===== config.mk =====
export PLATFORM = sky130hd
export DESIGN_NAME = qdr_controller
export DESIGN_NICKNAME = d
export VERILOG_FILES = /design/src/source/qdr_pkg.sv /design/src/source/qdr_reset_seq.sv /design/src/source/qdr_wr.sv /design/src/source/qdr_rd.sv /design/src/source/qdr_phy.sv /design/src/source/qdr_controller.sv
export SDC_FILE = /design/constraint.sdc
export NUM_CORES = 1
export LEC_CHECK = 0
export ABC_AREA = 0
export BUFFER_PORTS_ARGS = -buffer_cell sky130_fd_sc_hd__buf_2
export CAP_MARGIN = 10
export CORE_AREA = 2 2 146 148
export CTS_CLUSTER_DIAMETER = 80
export DETAILED_ROUTE_END_ITERATION = 8
export DIE_AREA = 0 0 148 150
export PLACE_DENSITY_LB_ADDON = 0.12
export SLEW_MARGIN = 20
export SYNTH_ARGS = -nofsm -noshare
export SYNTH_HDL_FRONTEND = slang
export SYNTH_HIERARCHICAL = 1
export SYNTH_SLANG_ARGS = --single-unit

===== constraint.sdc =====
create_clock -name clk0 -period 5.4 [get_ports clk0]
set_clock_uncertainty 0.1 [all_clocks]
set_input_delay 0 -clock clk0 [delete_from_list [all_inputs] [get_ports clk0]]
set_output_delay 0 -clock clk0 [all_outputs]
set_load 0.01 [all_outputs]

===== src/source/qdr_pkg.sv =====
`default_nettype none

// ==================================================
// shared widths and latencies for the qdr controller
// ==================================================
package qdr_pkg;

  // one beat on the data pins, a 36 bit word
  localparam int qdr_data_width_def = 36;

  // byte write lanes per beat, 9 bits each at the default width
  localparam int qdr_bw_width_def = 4;

  // sram address bits
  localparam int qdr_addr_width_def = 22;

  // read delay training knob width
  localparam int rn_dly_w = 5;

  // user strobe to command on the pins
  // one cycle in the issue stage, one in the pin stage
  localparam int issue_lat = 2;

  // qdr_q on the pins to the capture register
  localparam int capture_lat = 1;

endpackage

`default_nettype wire


===== src/source/qdr_reset_seq.sv =====
`timescale 1ns/1ps
`default_nettype none

module qdr_reset_seq #(
  parameter int STARTUP_CYCLES = 16
) (
  input  wire  clk0,
  input  wire  rst_n,
  input  wire  idelay_rdy,
  output logic ctl_rst_n,
  output logic phy_rdy,
  output logic qdr_dll_off_n
);

  // counter wide enough to hold the startup count
  localparam int cnt_w = $clog2(STARTUP_CYCLES + 1);

  logic [1:0]       rst_sync;
  logic [cnt_w-1:0] start_cnt;

  // ==================================================
  // reset release synchroniser
  // ==================================================
  // assert at once, release after two clk0 edges
  always_ff @(posedge clk0 or negedge rst_n) begin
    if (!rst_n) begin
      rst_sync <= 2'b00;
    end else begin
      rst_sync <= {rst_sync[0], 1'b1};
    end
  end

  assign ctl_rst_n = rst_sync[1];

  // ==================================================
  // dll enable and startup wait
  // ==================================================
  always_ff @(posedge clk0 or negedge ctl_rst_n) begin
    if (!ctl_rst_n) begin
      qdr_dll_off_n <= 1'b0;
      start_cnt     <= '0;
      phy_rdy       <= 1'b0;
    end else begin
      // dll runs from the first edge after release
      qdr_dll_off_n <= 1'b1;
      if (!idelay_rdy) begin
        // delay elements lost lock, start over
        start_cnt <= '0;
        phy_rdy   <= 1'b0;
      end else if (start_cnt == cnt_w'(STARTUP_CYCLES - 1)) begin
        // hold the count, phy is up
        phy_rdy <= 1'b1;
      end else begin
        start_cnt <= start_cnt + 1'b1;
      end
    end
  end

endmodule

`default_nettype wire


===== src/source/qdr_wr.sv =====
`timescale 1ns/1ps
`default_nettype none

module qdr_wr #(
  parameter int DATA_WIDTH = 36,
  parameter int BW_WIDTH   = 4
) (
  input  wire                      clk0,
  input  wire                      ctl_rst_n,
  input  wire                      phy_rdy,
  input  wire                      usr_wr_strb,
  input  wire [2*DATA_WIDTH-1:0]   usr_wr_data,
  input  wire [2*BW_WIDTH-1:0]     usr_wr_be,
  output logic                     wr_issue,
  output logic [DATA_WIDTH-1:0]    wr_d_rise,
  output logic [DATA_WIDTH-1:0]    wr_d_fall,
  output logic [BW_WIDTH-1:0]      wr_bw_n_rise,
  output logic [BW_WIDTH-1:0]      wr_bw_n_fall
);

  // write accepted this cycle
  logic wr_go;

  // strobes before the phy is up are dropped
  assign wr_go = usr_wr_strb & phy_rdy;

  // ==================================================
  // command and byte write lanes
  // ==================================================
  always_ff @(posedge clk0 or negedge ctl_rst_n) begin
    if (!ctl_rst_n) begin
      wr_issue     <= 1'b0;
      wr_bw_n_rise <= '1;
      wr_bw_n_fall <= '1;
    end else begin
      wr_issue <= wr_go;
      if (wr_go) begin
        // active high enables become active low bw_n
        wr_bw_n_rise <= ~usr_wr_be[BW_WIDTH-1:0];
        wr_bw_n_fall <= ~usr_wr_be[2*BW_WIDTH-1:BW_WIDTH];
      end else begin
        // idle, no lane written
        wr_bw_n_rise <= '1;
        wr_bw_n_fall <= '1;
      end
    end
  end

  // ==================================================
  // write data beats
  // ==================================================
  // rise beat in the low half, fall beat in the high half
  always_ff @(posedge clk0) begin
    if (wr_go) begin
      wr_d_rise <= usr_wr_data[DATA_WIDTH-1:0];
      wr_d_fall <= usr_wr_data[2*DATA_WIDTH-1:DATA_WIDTH];
    end
  end

  // data holds between writes, bw_n keeps the sram idle

endmodule

`default_nettype wire


===== src/source/qdr_rd.sv =====
`timescale 1ns/1ps
`default_nettype none

module qdr_rd #(
  parameter int DATA_WIDTH = 36
) (
  input  wire                          clk0,
  input  wire                          ctl_rst_n,
  input  wire                          phy_rdy,
  input  wire [qdr_pkg::rn_dly_w-1:0]  rn_dly,
  input  wire                          usr_rd_strb,
  output logic                         rd_issue,
  input  wire [DATA_WIDTH-1:0]         q_rise,
  input  wire [DATA_WIDTH-1:0]         q_fall,
  output logic [2*DATA_WIDTH-1:0]      usr_rd_data,
  output logic                         usr_rd_dvld
);

  import qdr_pkg::*;

  // ==================================================
  // delay line geometry
  // ==================================================
  // line bit 0 is the issue register, bit k is k cycles later
  // with rn_dly of 0 the data comes issue_lat + capture_lat
  // cycles after the strobe, which is tap 1 here
  localparam int tap_base = issue_lat + capture_lat - 2;

  // room for every rn_dly setting
  localparam int line_len = tap_base + (2 ** rn_dly_w);

  // tap index needs one bit more than rn_dly
  localparam int tap_w = rn_dly_w + 1;

  logic                rd_go;
  logic [line_len-1:0] rd_line;
  logic [tap_w-1:0]    tap_idx;
  logic                tap_hit;

  // ==================================================
  // read issue
  // ==================================================
  // drop reads until the phy is ready
  assign rd_go = usr_rd_strb & phy_rdy;

  // the shift register holds one bit per read in flight,
  // so back to back reads need no counter
  always_ff @(posedge clk0 or negedge ctl_rst_n) begin
    if (!ctl_rst_n) begin
      rd_line <= '0;
    end else begin
      rd_line <= {rd_line[line_len-2:0], rd_go};
    end
  end

  // first stage goes straight to the pin stage
  assign rd_issue = rd_line[0];

  // ==================================================
  // programmable tap
  // ==================================================
  // rn_dly trains the strobe onto the returning data
  assign tap_idx = tap_w'(rn_dly) + tap_w'(tap_base);
  assign tap_hit = rd_line[tap_idx];

  // valid pulse, one per issued read
  always_ff @(posedge clk0 or negedge ctl_rst_n) begin
    if (!ctl_rst_n) begin
      usr_rd_dvld <= 1'b0;
    end else begin
      usr_rd_dvld <= tap_hit;
    end
  end

  // ==================================================
  // read data
  // ==================================================
  // fall beat in the high half, same packing as the write side
  always_ff @(posedge clk0) begin
    if (tap_hit) begin
      usr_rd_data <= {q_fall, q_rise};
    end
  end

  // data holds until the next valid read,
  // only sampled while usr_rd_dvld is high

endmodule

`default_nettype wire


===== src/source/qdr_phy.sv =====
`timescale 1ns/1ps
`default_nettype none

module qdr_phy #(
  parameter int DATA_WIDTH = 36,
  parameter int BW_WIDTH   = 4,
  parameter int ADDR_WIDTH = 22
) (
  input  wire                     clk0,
  input  wire                     ctl_rst_n,
  input  wire  [ADDR_WIDTH-1:0]   usr_addr,
  input  wire                     wr_issue,
  input  wire  [DATA_WIDTH-1:0]   wr_d_rise,
  input  wire  [DATA_WIDTH-1:0]   wr_d_fall,
  input  wire  [BW_WIDTH-1:0]     wr_bw_n_rise,
  input  wire  [BW_WIDTH-1:0]     wr_bw_n_fall,
  input  wire                     rd_issue,
  output logic [DATA_WIDTH-1:0]   q_rise,
  output logic [DATA_WIDTH-1:0]   q_fall,
  output logic [ADDR_WIDTH-1:0]   qdr_sa,
  output logic                    qdr_w_n,
  output logic                    qdr_r_n,
  output logic [DATA_WIDTH-1:0]   qdr_d_rise,
  output logic [DATA_WIDTH-1:0]   qdr_d_fall,
  output logic [BW_WIDTH-1:0]     qdr_bw_n_rise,
  output logic [BW_WIDTH-1:0]     qdr_bw_n_fall,
  input  wire  [DATA_WIDTH-1:0]   qdr_q_rise,
  input  wire  [DATA_WIDTH-1:0]   qdr_q_fall
);

  import qdr_pkg::*;

  logic [ADDR_WIDTH-1:0] sa_pipe [issue_lat];
  logic [DATA_WIDTH-1:0] qr_pipe [capture_lat];
  logic [DATA_WIDTH-1:0] qf_pipe [capture_lat];

  // ==================================================
  // address pipe
  // ==================================================
  // address comes with the user strobe, the command
  // takes issue_lat cycles to reach the pins
  always_ff @(posedge clk0) begin
    sa_pipe[0] <= usr_addr;
    for (int i = 1; i < issue_lat; i++) begin
      sa_pipe[i] <= sa_pipe[i-1];
    end
  end

  // last stage is the pin register
  assign qdr_sa = sa_pipe[issue_lat-1];

  // ==================================================
  // command, data and byte write pins
  // ==================================================
  always_ff @(posedge clk0 or negedge ctl_rst_n) begin
    if (!ctl_rst_n) begin
      qdr_w_n       <= 1'b1;
      qdr_r_n       <= 1'b1;
      qdr_bw_n_rise <= '1;
      qdr_bw_n_fall <= '1;
    end else begin
      // ports are active low on the sram
      qdr_w_n       <= ~wr_issue;
      qdr_r_n       <= ~rd_issue;
      qdr_bw_n_rise <= wr_bw_n_rise;
      qdr_bw_n_fall <= wr_bw_n_fall;
    end
  end

  always_ff @(posedge clk0) begin
    qdr_d_rise <= wr_d_rise;
    qdr_d_fall <= wr_d_fall;
  end

  // ==================================================
  // read capture
  // ==================================================
  always_ff @(posedge clk0) begin
    qr_pipe[0] <= qdr_q_rise;
    qf_pipe[0] <= qdr_q_fall;
    for (int i = 1; i < capture_lat; i++) begin
      qr_pipe[i] <= qr_pipe[i-1];
      qf_pipe[i] <= qf_pipe[i-1];
    end
  end

  assign q_rise = qr_pipe[capture_lat-1];
  assign q_fall = qf_pipe[capture_lat-1];

endmodule

`default_nettype wire


===== src/source/qdr_controller.sv =====
`timescale 1ns/1ps
`default_nettype none

module qdr_controller #(
  parameter int DATA_WIDTH     = qdr_pkg::qdr_data_width_def,
  parameter int BW_WIDTH       = qdr_pkg::qdr_bw_width_def,
  parameter int ADDR_WIDTH     = qdr_pkg::qdr_addr_width_def,
  parameter int STARTUP_CYCLES = 16
) (
  input  wire                          clk0,
  input  wire                          rst_n,
  input  wire                          idelay_rdy,
  // user side
  input  wire                          usr_rd_strb,
  input  wire                          usr_wr_strb,
  input  wire [ADDR_WIDTH-1:0]         usr_addr,
  input  wire [2*DATA_WIDTH-1:0]       usr_wr_data,
  input  wire [2*BW_WIDTH-1:0]         usr_wr_be,
  input  wire [qdr_pkg::rn_dly_w-1:0]  rn_dly,
  output logic [2*DATA_WIDTH-1:0]      usr_rd_data,
  output logic                         usr_rd_dvld,
  output logic                         phy_rdy,
  // sram pins
  output logic [ADDR_WIDTH-1:0]        qdr_sa,
  output logic                         qdr_w_n,
  output logic                         qdr_r_n,
  output logic                         qdr_dll_off_n,
  output logic [DATA_WIDTH-1:0]        qdr_d_rise,
  output logic [DATA_WIDTH-1:0]        qdr_d_fall,
  output logic [BW_WIDTH-1:0]          qdr_bw_n_rise,
  output logic [BW_WIDTH-1:0]          qdr_bw_n_fall,
  input  wire [DATA_WIDTH-1:0]         qdr_q_rise,
  input  wire [DATA_WIDTH-1:0]         qdr_q_fall
);

  logic                  ctl_rst_n;
  // write stage to pin stage
  logic                  wr_issue;
  logic [DATA_WIDTH-1:0] wr_d_rise;
  logic [DATA_WIDTH-1:0] wr_d_fall;
  logic [BW_WIDTH-1:0]   wr_bw_n_rise;
  logic [BW_WIDTH-1:0]   wr_bw_n_fall;
  // read stage and pin stage
  logic                  rd_issue;
  logic [DATA_WIDTH-1:0] q_rise;
  logic [DATA_WIDTH-1:0] q_fall;

  // ==================================================
  // reset and startup
  // ==================================================
  qdr_reset_seq #(.STARTUP_CYCLES(STARTUP_CYCLES)) reset_seq0 (
    .clk0(clk0), .rst_n(rst_n), .idelay_rdy(idelay_rdy),
    .ctl_rst_n(ctl_rst_n), .phy_rdy(phy_rdy), .qdr_dll_off_n(qdr_dll_off_n)
  );

  // ==================================================
  // issue stages
  // ==================================================
  qdr_wr #(.DATA_WIDTH(DATA_WIDTH), .BW_WIDTH(BW_WIDTH)) wr0 (
    .clk0(clk0), .ctl_rst_n(ctl_rst_n), .phy_rdy(phy_rdy),
    .usr_wr_strb(usr_wr_strb), .usr_wr_data(usr_wr_data), .usr_wr_be(usr_wr_be),
    .wr_issue(wr_issue), .wr_d_rise(wr_d_rise), .wr_d_fall(wr_d_fall),
    .wr_bw_n_rise(wr_bw_n_rise), .wr_bw_n_fall(wr_bw_n_fall)
  );

  // read issue plus realignment of the returned data
  qdr_rd #(.DATA_WIDTH(DATA_WIDTH)) rd0 (
    .clk0(clk0), .ctl_rst_n(ctl_rst_n), .phy_rdy(phy_rdy), .rn_dly(rn_dly),
    .usr_rd_strb(usr_rd_strb), .rd_issue(rd_issue), .q_rise(q_rise), .q_fall(q_fall),
    .usr_rd_data(usr_rd_data), .usr_rd_dvld(usr_rd_dvld)
  );

  // ==================================================
  // pin stage
  // ==================================================
  qdr_phy #(.DATA_WIDTH(DATA_WIDTH), .BW_WIDTH(BW_WIDTH), .ADDR_WIDTH(ADDR_WIDTH)) phy0 (
    .clk0(clk0), .ctl_rst_n(ctl_rst_n), .usr_addr(usr_addr),
    .wr_issue(wr_issue), .wr_d_rise(wr_d_rise), .wr_d_fall(wr_d_fall),
    .wr_bw_n_rise(wr_bw_n_rise), .wr_bw_n_fall(wr_bw_n_fall),
    .rd_issue(rd_issue), .q_rise(q_rise), .q_fall(q_fall),
    .qdr_sa(qdr_sa), .qdr_w_n(qdr_w_n), .qdr_r_n(qdr_r_n),
    .qdr_d_rise(qdr_d_rise), .qdr_d_fall(qdr_d_fall),
    .qdr_bw_n_rise(qdr_bw_n_rise), .qdr_bw_n_fall(qdr_bw_n_fall),
    .qdr_q_rise(qdr_q_rise), .qdr_q_fall(qdr_q_fall)
  );

endmodule

`default_nettype wire


==> impl_summary.txt, run 1 <==
----------------------------------------------------
[Timing]
  Period utilisation layout ... 47.0%
  Final setup viols ... 0
  Relative max-transition margin ... 33.6%
  Time the final worst path needs with I/O delays and setup ... 2.54 ns
  Max Fclk ... 394 MHz
  Hold violation count in the final report ... 0
  Final worst slack ... 2.86 ns
  Post-route setup TNS ... 0 ns
  Slew @ Worst Pin ... 0.996 ns
  Unrepaired setup endpoints after global routing ... false
  Max Slew Vio Count ... 0

[Clock network]
  Clock sink total ... 394
  Cell at the root of the clock tree ... sky130_fd_sc_hd__clkbuf_16
  Number of levels in the clock H-tree ... 2
  Maximum root-to-sink buffer count ... 3
  CTS Buf Count ... 39
  Hold-fix buffers at CTS ... 188
  Buffers inserted by post-CTS timing repair ... 0
  Clock insertion delay at the later pin of the skew report ... 0.51 ns
  Post-CTS Resized ... 0
  TritonCTS clock tree ... done
  Clock-pin slew of the registers on the worst-case setup and hold paths ... 0.06 ns

[Logic synthesis]
  Post-synthesis instance area ... 10500 µm²
  YS warnings ... 6
  Avg Synthesized Cell Area ... 21.1 µm²
  Number of distinct library cells after synthesis ... 37
  Synth Instances ... 499
  Share of synthesized area occupied by flip-flops and latches ... 91.7%
  Total of flip-flops plus latches after synthesis ... 394
  Post-synth top flop ... sky130_fd_sc_hd__dfxtp_1
  Number of enable flip-flop cells after synthesis ... 144
  Async set or reset register ratio after synthesis ... 15.7%

[Pwr]
  Leakage power figure ... 6.79 nW
  IR drop worst, VDD ... 0.000353 V
  PwrDens ... 392 nW/µm²

[Place]
  Placed wire-length estimate ... 14.6 mm
  Final weighted congestion of routability-driven global placement ... 0.805
  Buffers on Ports ... 362
  Setup Slack @ Placement ... 2.45 ns

[Die]
  Count of pins on the block boundary ... 363
  Number of placement rows ... 53
  Chip Height ... 150 µm
  Floorplan die area ... 22200 µm²
  Die W ... 148 µm
  Effective utilization at floorplan ... 50.9%
  Core area ... 20700 µm²

[Critical path]
  Reg-to-reg endpoint ... rd0/usr_rd_data[14]
  Max Fanout on Critical Path ... 73
  Critical Path End Type ... register
  Worst setup path category ... reg2reg
  Worst setup path endpoint ... rd0/usr_rd_data[14]
  Worst endpoint data arrival time ... 2.57 ns
  Required time at the endpoint of the critical path ... 5.43 ns
  Setup slack, reg-to-reg ... 2.86 ns
  Origin of the critical flop-to-flop path ... rd0/rd_line[12]
  Worst setup SP type ... register
  Setup crit start ... rd0/rd_line[12]
  R2r worst-path depth ... 5

[Global routing]
  Total routing usage reported by global routing ... 21.4%
  Initial antenna violation count ... 2
  Number of global-route vias before repair ... 6687
  Leftover overflow at the end of global routing ... 0
  Pin count of the biggest net entering global routing ... 74
  First-pass GRT wire length ... 36.1 mm

[Finish]
  Fraction of final layout cells sized beyond drive strength 1 ... 40.9%
  Area Overhead vs Synth ... 47.9%
  # fillers ... 1225
  # nets final ... 1252

[Route]
  First drt pass iteration count ... 6
  DRT iter0 DRCs ... 237
  Number of remaining DRC errors ... 0
  Count of nets left with antenna violations after detail routing ... 0
  Via count of the routed design ... 6178
  Total wirelength of the detailed-routed design ... 24.4 mm
  Via density ... 4.51
  Per-cell routed wire length ... 17.8 µm

[Status]
  Result of the run ... finished clean

[Worst hold path]
  Worst hold path type ... in2reg

[Job]
  Max_cap viols ... 0

----------------------------------------------------
-- how the worst min path moves through the flow --
stage | from | endpoint | slack [ns] | depth (start not counted)
4_1_cts | usr_addr[16] | phy0/sa_pipe[0][16] | 0.005 | 2
2_1_floorplan | rst_n | reset_seq0/rst_sync[0] | -0.40 | 0
6_report | qdr_q_rise[2] | phy0/qr_pipe[0][2] | 0.03 | 2
3_3_place_gp | rst_n | reset_seq0/rst_sync[0] | -0.31 | 1
5_1_grt | qdr_q_rise[2] | phy0/qr_pipe[0][2] | 0.01 | 2
3_5_place_dp | rst_n | reset_seq0/rst_sync[0] | -0.31 | 1
-- layer usage --
metal / GRT usage, % / share of wire [%]
met4: 6.24 / 2.0
met3: 7.10 / 8.7
met2: 38.6 / 52
met5: 0 / 0
met1: 24.3 / 37
-- area by class of cell --
| cell class | instances | area, µm² | share of cell area (%) |
|---|---|---|---|
| antenna | 2 | 5.00 | 0.0321 |
| clock buffer | 53 | 1090 | 6.99 |
| clock inverter | 17 | 100 | 0.642 |
| inverter | 5 | 18.8 | 0.120 |
| multi-input combinational | 73 | 654 | 4.20 |
| sequential | 394 | 9660 | 62.0 |
| tap | 275 | 344 | 2.21 |
| timing repair buffer | 552 | 3710 | 23.8 |
-- report_power, final --
group	switching, mW	total [mW]	internal, mW	leakage [nW]
Combinational	0.178	0.373	0.195	2.47
Clock	1.06	2.48	1.42	0.588
Sequential	0.0318	3.25	3.22	3.73
-- cells in the mapped netlist (all sizes together), types with 2 or more instances --
| master | count | area share [%] |
|---|---|---|
| dfxtp | 188 | 36 |
| edfxtp | 144 | 41 |
| dfrtp | 44 | 10 |
| buf | 26 | 2.0 |
| dfstp | 18 | 4.5 |
| nand3 | 12 | 0.57 |
| xnor2 | 7 | 0.83 |
| and2 | 6 | 0.38 |
| mux4 | 6 | 1.5 |
| inv | 5 | 0.18 |
| mux2i | 5 | 0.48 |
| nand2 | 5 | 0.18 |
| a21oi | 4 | 0.19 |
| ha | 3 | 0.36 |
| nand3b | 3 | 0.21 |
| nor3 | 3 | 0.14 |
| o21ai | 3 | 0.14 |
| clkbuf | 2 | 0.083 |
| nor2 | 2 | 0.071 |
| nor2b | 2 | 0.12 |
-- sequential cells by signal (all words and copies together), names as in the netlist, 36 cells and up --
| name | cells |
|---|---|
| rd0/usr_rd_data | 72 |
| phy0/qdr_d_rise | 36 |
| wr0/wr_d_rise | 36 |
| phy0/qr_pipe | 36 |
| wr0/wr_d_fall | 36 |
| phy0/qdr_d_fall | 36 |
| phy0/qf_pipe | 36 |
| phy0/sa_pipe | 44 |
-- cells by family (layout without fill, tap and decap cells) --
logic type | after synthesis | after routing | synth area share [%]
flops | 394 | 394 | 91.7
fa+ha+maj | 3 | 3 | 0.356
buf+inv | 33 | 627 | 2.22
xor+xnor | 7 | 7 | 0.831
compound gates | 12 | 12 | 0.725
simple gates | 38 | 38 | 2.15
other cells | 1 | 4 | 0.0356
mux | 11 | 11 | 1.97
-- through the flow --
step | instances | area [µm²] | power (mW) | hold slack (ns) | util (%)
after CTS | 1369 | 15600 | 6.14 | 0.00549 | 75.3
after global routing | 1371 | 15600 | 6.31 | 0.0126 | 75.3
final | 1371 | 15600 | 6.10 | 0.0255 | 75.3
after global placement | 1111 | 12500 | 3.56 | -0.310 | 60.4
after detailed placement | 1111 | 12500 | 3.57 | -0.310 | 60.4
after floorplan | 500 | 10500 | 3.42 | -0.396 | -
-- cell usage in the layout (no fill, tap or decap), drive strengths merged, types with 3 or more instances in the layout --
master	Yosys	routed
o21ai	3	3
edfxtp	144	144
and2	6	6
dfxtp	188	188
inv	5	7
a21oi	4	4
mux4	6	6
clkinv	0	13
dfrtp	44	44
xnor2	7	7
nor3	3	3
mux2i	5	5
ha	3	3
dlygate4sd3	0	188
buf	26	364
nand2	5	5
nand3	12	12
clkbuf	2	53
dfstp	18	18
nand3b	3	3
-- worst max-delay path, stage by stage, from the launching register on --
cell,delay (ns)
sky130_fd_sc_hd__dfrtp_1,0.37
sky130_fd_sc_hd__mux4_1,0.55
sky130_fd_sc_hd__o311a_1,0.32
sky130_fd_sc_hd__nor3_1,0.29
sky130_fd_sc_hd__o21ai_4,0.09
sky130_fd_sc_hd__buf_4,0.38
Power figures use the tool's default switching activity.
==> run 2, diff against run 1 <==
- CORE_AREA: 2 2 146 148 -> 2 2 150 152
- DIE_AREA: 0 0 148 150 -> 0 0 152 154
- clock period: 5.4 -> 2.4 ns (I/O delays scaled with it)
==> run 2 against run 1 <==
Routed wire length fell by 2.2%; clock power rose by 140%; clock-buffer cell count rose by 3; combinational power rose by 130%; flip-flop and latch count did not move; power rose by 130%; critical path type unchanged; largest power group unchanged; highest routed layer unchanged.
==> impl_summary.txt, run 2 (synthesis gave the netlist of run 1 again) <==
----------------------------------------------------
[Status]
  Result of the run ... finished clean

[Place]
  Instance area after placement ... 12600 µm²
  Placed wire-length estimate ... 14.8 mm
  Buffers on Ports ... 362
  # placed instances ... 1119
  Final weighted congestion of routability-driven global placement ... 0.770
  Setup Slack @ Placement ... 0.0890 ns

[Route]
  Total wirelength of the detailed-routed design ... 23.8 mm
  DRT iter0 DRCs ... 281
  Via density ... 4.48
  First drt pass iteration count ... 4
  Via count of the routed design ... 6160
  Number of remaining DRC errors ... 0
  Count of nets left with antenna violations after detail routing ... 0
  Per-cell routed wire length ... 17.3 µm

[Finish]
  Largest registers ... rd0/usr_rd_data (72), phy0/sa_pipe (44)
  Biggest register ... rd0/usr_rd_data
  Most common library cell in the layout ignoring fill and taps ... sky130_fd_sc_hd__buf_2
  Leading cell types in the layout, fill and taps excluded ... sky130_fd_sc_hd__buf_2, sky130_fd_sc_hd__dfxtp_1, sky130_fd_sc_hd__dlygate4sd3_1, sky130_fd_sc_hd__edfxtp_1, sky130_fd_sc_hd__dfrtp_1
  Max reg flops ... 72
  Area Overhead vs Synth ... 49.2%
  Final instance area ... 15700 µm²
  Final std cells w/o fill ... 1376
  Fraction of final layout cells sized beyond drive strength 1 ... 41.2%
  # nets final ... 1253

[Clock network]
  CTS Buf Count ... 38
  Clock sink total ... 394
  Post-CTS Resized ... 0
  Maximum root-to-sink buffer count ... 3
  Clock insertion delay at the later pin of the skew report ... 0.50 ns
  TritonCTS clock tree ... done
  Number of levels in the clock H-tree ... 2
  Clock-pin slew of the registers on the worst-case setup and hold paths ... 0.06 ns
  Hold-fix buffers at CTS ... 187
  Buffers inserted by post-CTS timing repair ... 0
  Cell at the root of the clock tree ... sky130_fd_sc_hd__clkbuf_16

[Worst hold path]
  Source of the worst hold timing path ... qdr_q_fall[9]
  Hold-critical path depth ... 2
  Hold worst-path end ... phy0/qf_pipe[0][9]
  Worst hold path type ... in2reg

[Global routing]
  Global Route met1 Usage ... 21.8%
  Initial antenna violation count ... 1
  Global routing met2 resource utilization ... 36.0%
  Pin count of the biggest net entering global routing ... 70
  Layer with the highest usage ... met2
  Leftover overflow at the end of global routing ... 0
  M3 GR Usage ... 8.15%
  First-pass GRT wire length ... 36.5 mm
  Number of global-route vias before repair ... 6879
  Total routing usage reported by global routing ... 20.1%

[Timing]
  Time the final worst path needs with I/O delays and setup ... 2.22 ns
  Unrepaired setup endpoints after global routing ... false
  Max Slew Vio Count ... 0
  Final worst slack ... 0.179 ns
  Slew @ Worst Pin ... 0.616 ns
  Final setup viols ... 0
  Relative max-transition margin ... 58.9%
  Period utilisation layout ... 92.5%
  Max Fclk ... 450 MHz
  Hold violation count in the final report ... 0
  Hold WS ... 0.0320 ns

[Die]
  Floorplan die area ... 23400 µm²
  Count of pins on the block boundary ... 363
  Core area ... 21700 µm²
  Number of placement rows ... 54
  Chip Height ... 154 µm
  Die W ... 152 µm
  Effective utilization at floorplan ... 48.6%

[Critical path]
  Required time at the endpoint of the critical path ... 2.54 ns
  Worst setup SP type ... register
  R2r worst-path depth ... 6
  Origin of the critical flop-to-flop path ... rd0/rd_line[0]
  Worst endpoint data arrival time ... 2.36 ns
  Max Fanout on Critical Path ... 40
  Critical Path End Type ... register
  Worst setup path category ... reg2reg
  Setup slack, reg-to-reg ... 0.18 ns
  Reg-to-reg endpoint ... rd0/usr_rd_data[52]

[Pwr]
  IR drop worst, VDD ... 0.000645 V
  Total power of the final layout ... 14.0 mW
  Leakage power figure ... 6.84 nW
  PwrDens ... 890 nW/µm²

[Job]
  Max_cap viols ... 0

----------------------------------------------------
## run 2: changes by cell type in the layout (fill, tap and decap cells not counted), sizes merged, moves of 2 or more
| cell | change |
|---|---|
| inv | -2 |
| clkbuf | +3 |
| clkinv | -2 |
| bufinv | +2 |
| clkinvlp | -2 |
| buf | +3 |
## run 2: cell type report
class,instances,area (µm²)
Sequential cell,394,9660
Antenna cell,1,2.50
Fill cell,1279,5970
Tap cell,280,350
Timing Repair Buffer,554,3760
Inverter,5,18.8
Multi-Input combinational cell,73,663
Clock buffer,56,1140
Clock inverter,13,116
## run 2: metrics by stage
| step | TNS (ns) | util (%) |
|---|---|---|
| 6_report | 0 | 72.5 |
| 5_1_grt | 0 | 72.5 |
| 4_1_cts | 0 | 72.4 |
| 3_5_place_dp | 0 | 58.0 |
| 3_3_place_gp | 0 | 58.0 |
| 2_1_floorplan | -29.71 | - |
## run 2: how the worst max path moves through the flow
stage | startpoint | slack (ns) | end | depth (start not counted)
after floorplan | rn_dly[0] | -0.41 | rd0/usr_rd_data[0] | 8
after global placement | rn_dly[0] | 0.14 | rd0/usr_rd_data[12] | 9
after detailed placement | rn_dly[0] | 0.09 | rd0/usr_rd_data[33] | 9
after CTS | rd0/rd_line[0] | 0.19 | rd0/usr_rd_data[23] | 6
after global routing | rd0/rd_line[7] | 0.11 | rd0/usr_rd_data[52] | 6
final | rd0/rd_line[0] | 0.18 | rd0/usr_rd_data[52] | 6
## run 2: power breakdown
group / switching, mW / leakage, nW / total, mW / internal (mW)
Combinational: 0.391 / 2.49 / 0.852 / 0.461
Clock: 2.31 / 0.626 / 5.83 / 3.52
Sequential: 0.0820 / 3.73 / 7.31 / 7.23
## run 2: layer usage
| metal | up-vias | part of all wire (%) |
|---|---|---|
| met2 | 330 | 51 |
| met3 | 51 | 9.8 |
| met5 | - | 0 |
| li1 | 2854 | - |
| met1 | 2925 | 37 |
| met4 | 0 | 2.6 |
## run 2: critical path, cell delays in order, from the launching register on
cell and delay (ns):
sky130_fd_sc_hd__dfrtp_1 0.39, sky130_fd_sc_hd__mux4_1 0.51, sky130_fd_sc_hd__mux2i_1 0.15, sky130_fd_sc_hd__a21oi_1 0.11, sky130_fd_sc_hd__nor3_1 0.36, sky130_fd_sc_hd__o21ai_4 0.13, sky130_fd_sc_hd__buf_12 0.20
==> run 3, diff against run 2 <==
- CORE_AREA: 2 2 150 152 -> 2 2 146 148
- DIE_AREA: 0 0 152 154 -> 0 0 148 150
- clock period: 2.4 -> 2.83 ns (I/O delays scaled with it)
==> run 3 against run 2 <==
Hold slack got worse by 0.0059 ns; critical endpoint is now rd0/usr_rd_data[8]; via count shrank 0.24%; sequential share of layout area rose by 0.14 points; global-route usage rose by 1.9 points; utilization is 3.3 points higher; clock power down 17%; non-clock buffer count grew 3; first-iteration DRC count increased by 2.1%; largest power group unchanged; setup slack improved by 0.33 ns; critical path depth is 4 higher; routed wire length increased by 4.9%; combinational power down 13%.
==> impl_summary.txt, run 3 (synthesis gave the netlist of run 1 again) <==
----------------------------------------------------
[Pwr]
  IR drop worst, VDD ... 0.000486 V
  PwrDens ... 750 nW/µm²
  Total power of the final layout ... 11.8 mW
  Leakage power figure ... 6.81 nW

[Status]
  Result of the run ... finished clean

[Clock network]
  Clock-pin slew of the registers on the worst-case setup and hold paths ... 0.06 ns
  Maximum root-to-sink buffer count ... 3
  TritonCTS clock tree ... done
  Clock sink total ... 394
  CTS Buf Count ... 38
  Clock insertion delay at the later pin of the skew report ... 0.51 ns
  Post-CTS Resized ... 0
  Cell at the root of the clock tree ... sky130_fd_sc_hd__clkbuf_16
  Number of levels in the clock H-tree ... 2

[Finish]
  Leading cell types in the layout, fill and taps excluded ... sky130_fd_sc_hd__buf_2, sky130_fd_sc_hd__dlygate4sd3_1, sky130_fd_sc_hd__dfxtp_1, sky130_fd_sc_hd__edfxtp_1, sky130_fd_sc_hd__dfrtp_1
  Biggest register ... rd0/usr_rd_data
  Final std cells w/o fill ... 1374
  Fraction of final layout cells sized beyond drive strength 1 ... 40.6%
  Final core utilization ... 75.8%
  # nets final ... 1256
  Largest registers ... rd0/usr_rd_data (72), phy0/sa_pipe (44)
  Final instance area ... 15700 µm²
  # fillers ... 1184
  Most common library cell in the layout ignoring fill and taps ... sky130_fd_sc_hd__buf_2
  Max reg flops ... 72
  Area Overhead vs Synth ... 48.8%

[Route]
  First drt pass iteration count ... 4
  Count of nets left with antenna violations after detail routing ... 0
  Via density ... 4.47
  Per-cell routed wire length ... 18.2 µm
  DRT iter0 DRCs ... 287
  Via count of the routed design ... 6145
  Number of remaining DRC errors ... 0
  Total wirelength of the detailed-routed design ... 25.0 mm

[Critical path]
  Origin of the critical flop-to-flop path ... rd0/rd_line[12]
  Reg-to-reg endpoint ... rd0/usr_rd_data[8]
  Worst endpoint data arrival time ... 2.42 ns
  Worst setup path category ... in2reg
  Max Fanout on Critical Path ... 10
  Critical Path End Type ... register
  R2r worst-path depth ... 5
  Required time at the endpoint of the critical path ... 2.93 ns
  Worst setup SP type ... input port
  Setup slack, reg-to-reg ... 0.52 ns

[Timing]
  Period utilisation layout ... 82.0%
  Hold violation count in the final report ... 0
  Hold WS ... 0.0261 ns
  Relative max-transition margin ... 64.7%
  Unrepaired setup endpoints after global routing ... false
  Post-route setup TNS ... 0 ns
  Max Slew Vio Count ... 0
  Final setup viols ... 0
  Time the final worst path needs with I/O delays and setup ... 2.32 ns
  Slew @ Worst Pin ... 0.530 ns
  Max Fclk ... 431 MHz
  Final worst slack ... 0.511 ns

[Worst hold path]
  Hold worst-path end ... phy0/sa_pipe[0][6]
  Hold-critical path depth ... 2
  Source of the worst hold timing path ... usr_addr[6]
  Worst hold path type ... in2reg

[Die]
  Floorplan die area ... 22200 µm²
  Effective utilization at floorplan ... 50.9%
  Chip Height ... 150 µm
  Count of pins on the block boundary ... 363
  Number of placement rows ... 53
  Core area ... 20700 µm²
  Die W ... 148 µm

[Global routing]
  Total routing usage reported by global routing ... 22.0%
  Initial antenna violation count ... 1
  Leftover overflow at the end of global routing ... 0
  Number of global-route vias before repair ... 6699
  First-pass GRT wire length ... 36.7 mm
  Pin count of the biggest net entering global routing ... 41

[Place]
  Final weighted congestion of routability-driven global placement ... 0.793
  # placed instances ... 1116
  Setup Slack @ Placement ... 0.402 ns
  Instance area after placement ... 12600 µm²
  Buffers on Ports ... 362
  Placed wire-length estimate ... 15.1 mm

[Job]
  Max_cap viols ... 0

----------------------------------------------------
## run 3: how the worst max path moves through the flow
| stage | startpoint | to | slack (ns) | depth (start not counted) |
|---|---|---|---|---|
| floorplan | rn_dly[0] | rd0/usr_rd_data[0] | 0.02 | 8 |
| global placement | rn_dly[0] | rd0/usr_rd_data[49] | 0.41 | 9 |
| detailed placement | rn_dly[0] | rd0/usr_rd_data[21] | 0.40 | 9 |
| CTS | rn_dly[1] | rd0/usr_rd_data[68] | 0.51 | 10 |
| global route | rn_dly[1] | rd0/usr_rd_data[8] | 0.34 | 10 |
| finish | rn_dly[1] | rd0/usr_rd_data[8] | 0.51 | 10 |
## run 3: power by group
group / leakage, nW / internal (mW) / switching, mW
sequential: 3.73 / 6.13 / 0.0662
clock: 0.587 / 2.83 / 1.99
combinational: 2.50 / 0.398 / 0.346
## run 3: cell type report
| type | instances | area, µm² | share of cell area (%) |
|---|---|---|---|
| Antenna cell | 1 | 2.50 | 0.0160 |
| Inverter | 5 | 18.8 | 0.120 |
| Sequential cell | 394 | 9660 | 61.6 |
| Timing Repair Buffer | 557 | 3780 | 24.1 |
| Clock buffer | 65 | 1180 | 7.50 |
| Multi-Input combinational cell | 73 | 663 | 4.23 |
| Tap cell | 275 | 344 | 2.19 |
| Clock inverter | 4 | 27.5 | 0.176 |
## run 3: critical path: stages
cell and delay [ns]:
sky130_fd_sc_hd__dlygate4sd3_1 0.53, sky130_fd_sc_hd__buf_2 0.15, sky130_fd_sc_hd__ha_4 0.20, sky130_fd_sc_hd__xnor2_4 0.31, sky130_fd_sc_hd__mux2i_1 0.14, sky130_fd_sc_hd__nand3b_1 0.12, sky130_fd_sc_hd__a41o_1 0.17, sky130_fd_sc_hd__o211ai_1 0.13
sky130_fd_sc_hd__o21ai_4 0.40, sky130_fd_sc_hd__buf_4 0.27
## run 3: metal layers
layer,global-route usage [%],vias to the layer above,routed length [µm]
met5,0,-,0
met4,7.90,0,652
met3,7.13,46,2340
met2,39.5,308,13000
met1,24.7,2926,9040
li1,-,2865,-
## run 3: timing repair
| action | 4_1_cts | 5_1_grt |
|---|---|---|
| buffers inserted | 0 | 0 |
| endpoints found under the hold margin | 185 | 0 |
| hold buffers | 188 | 0 |
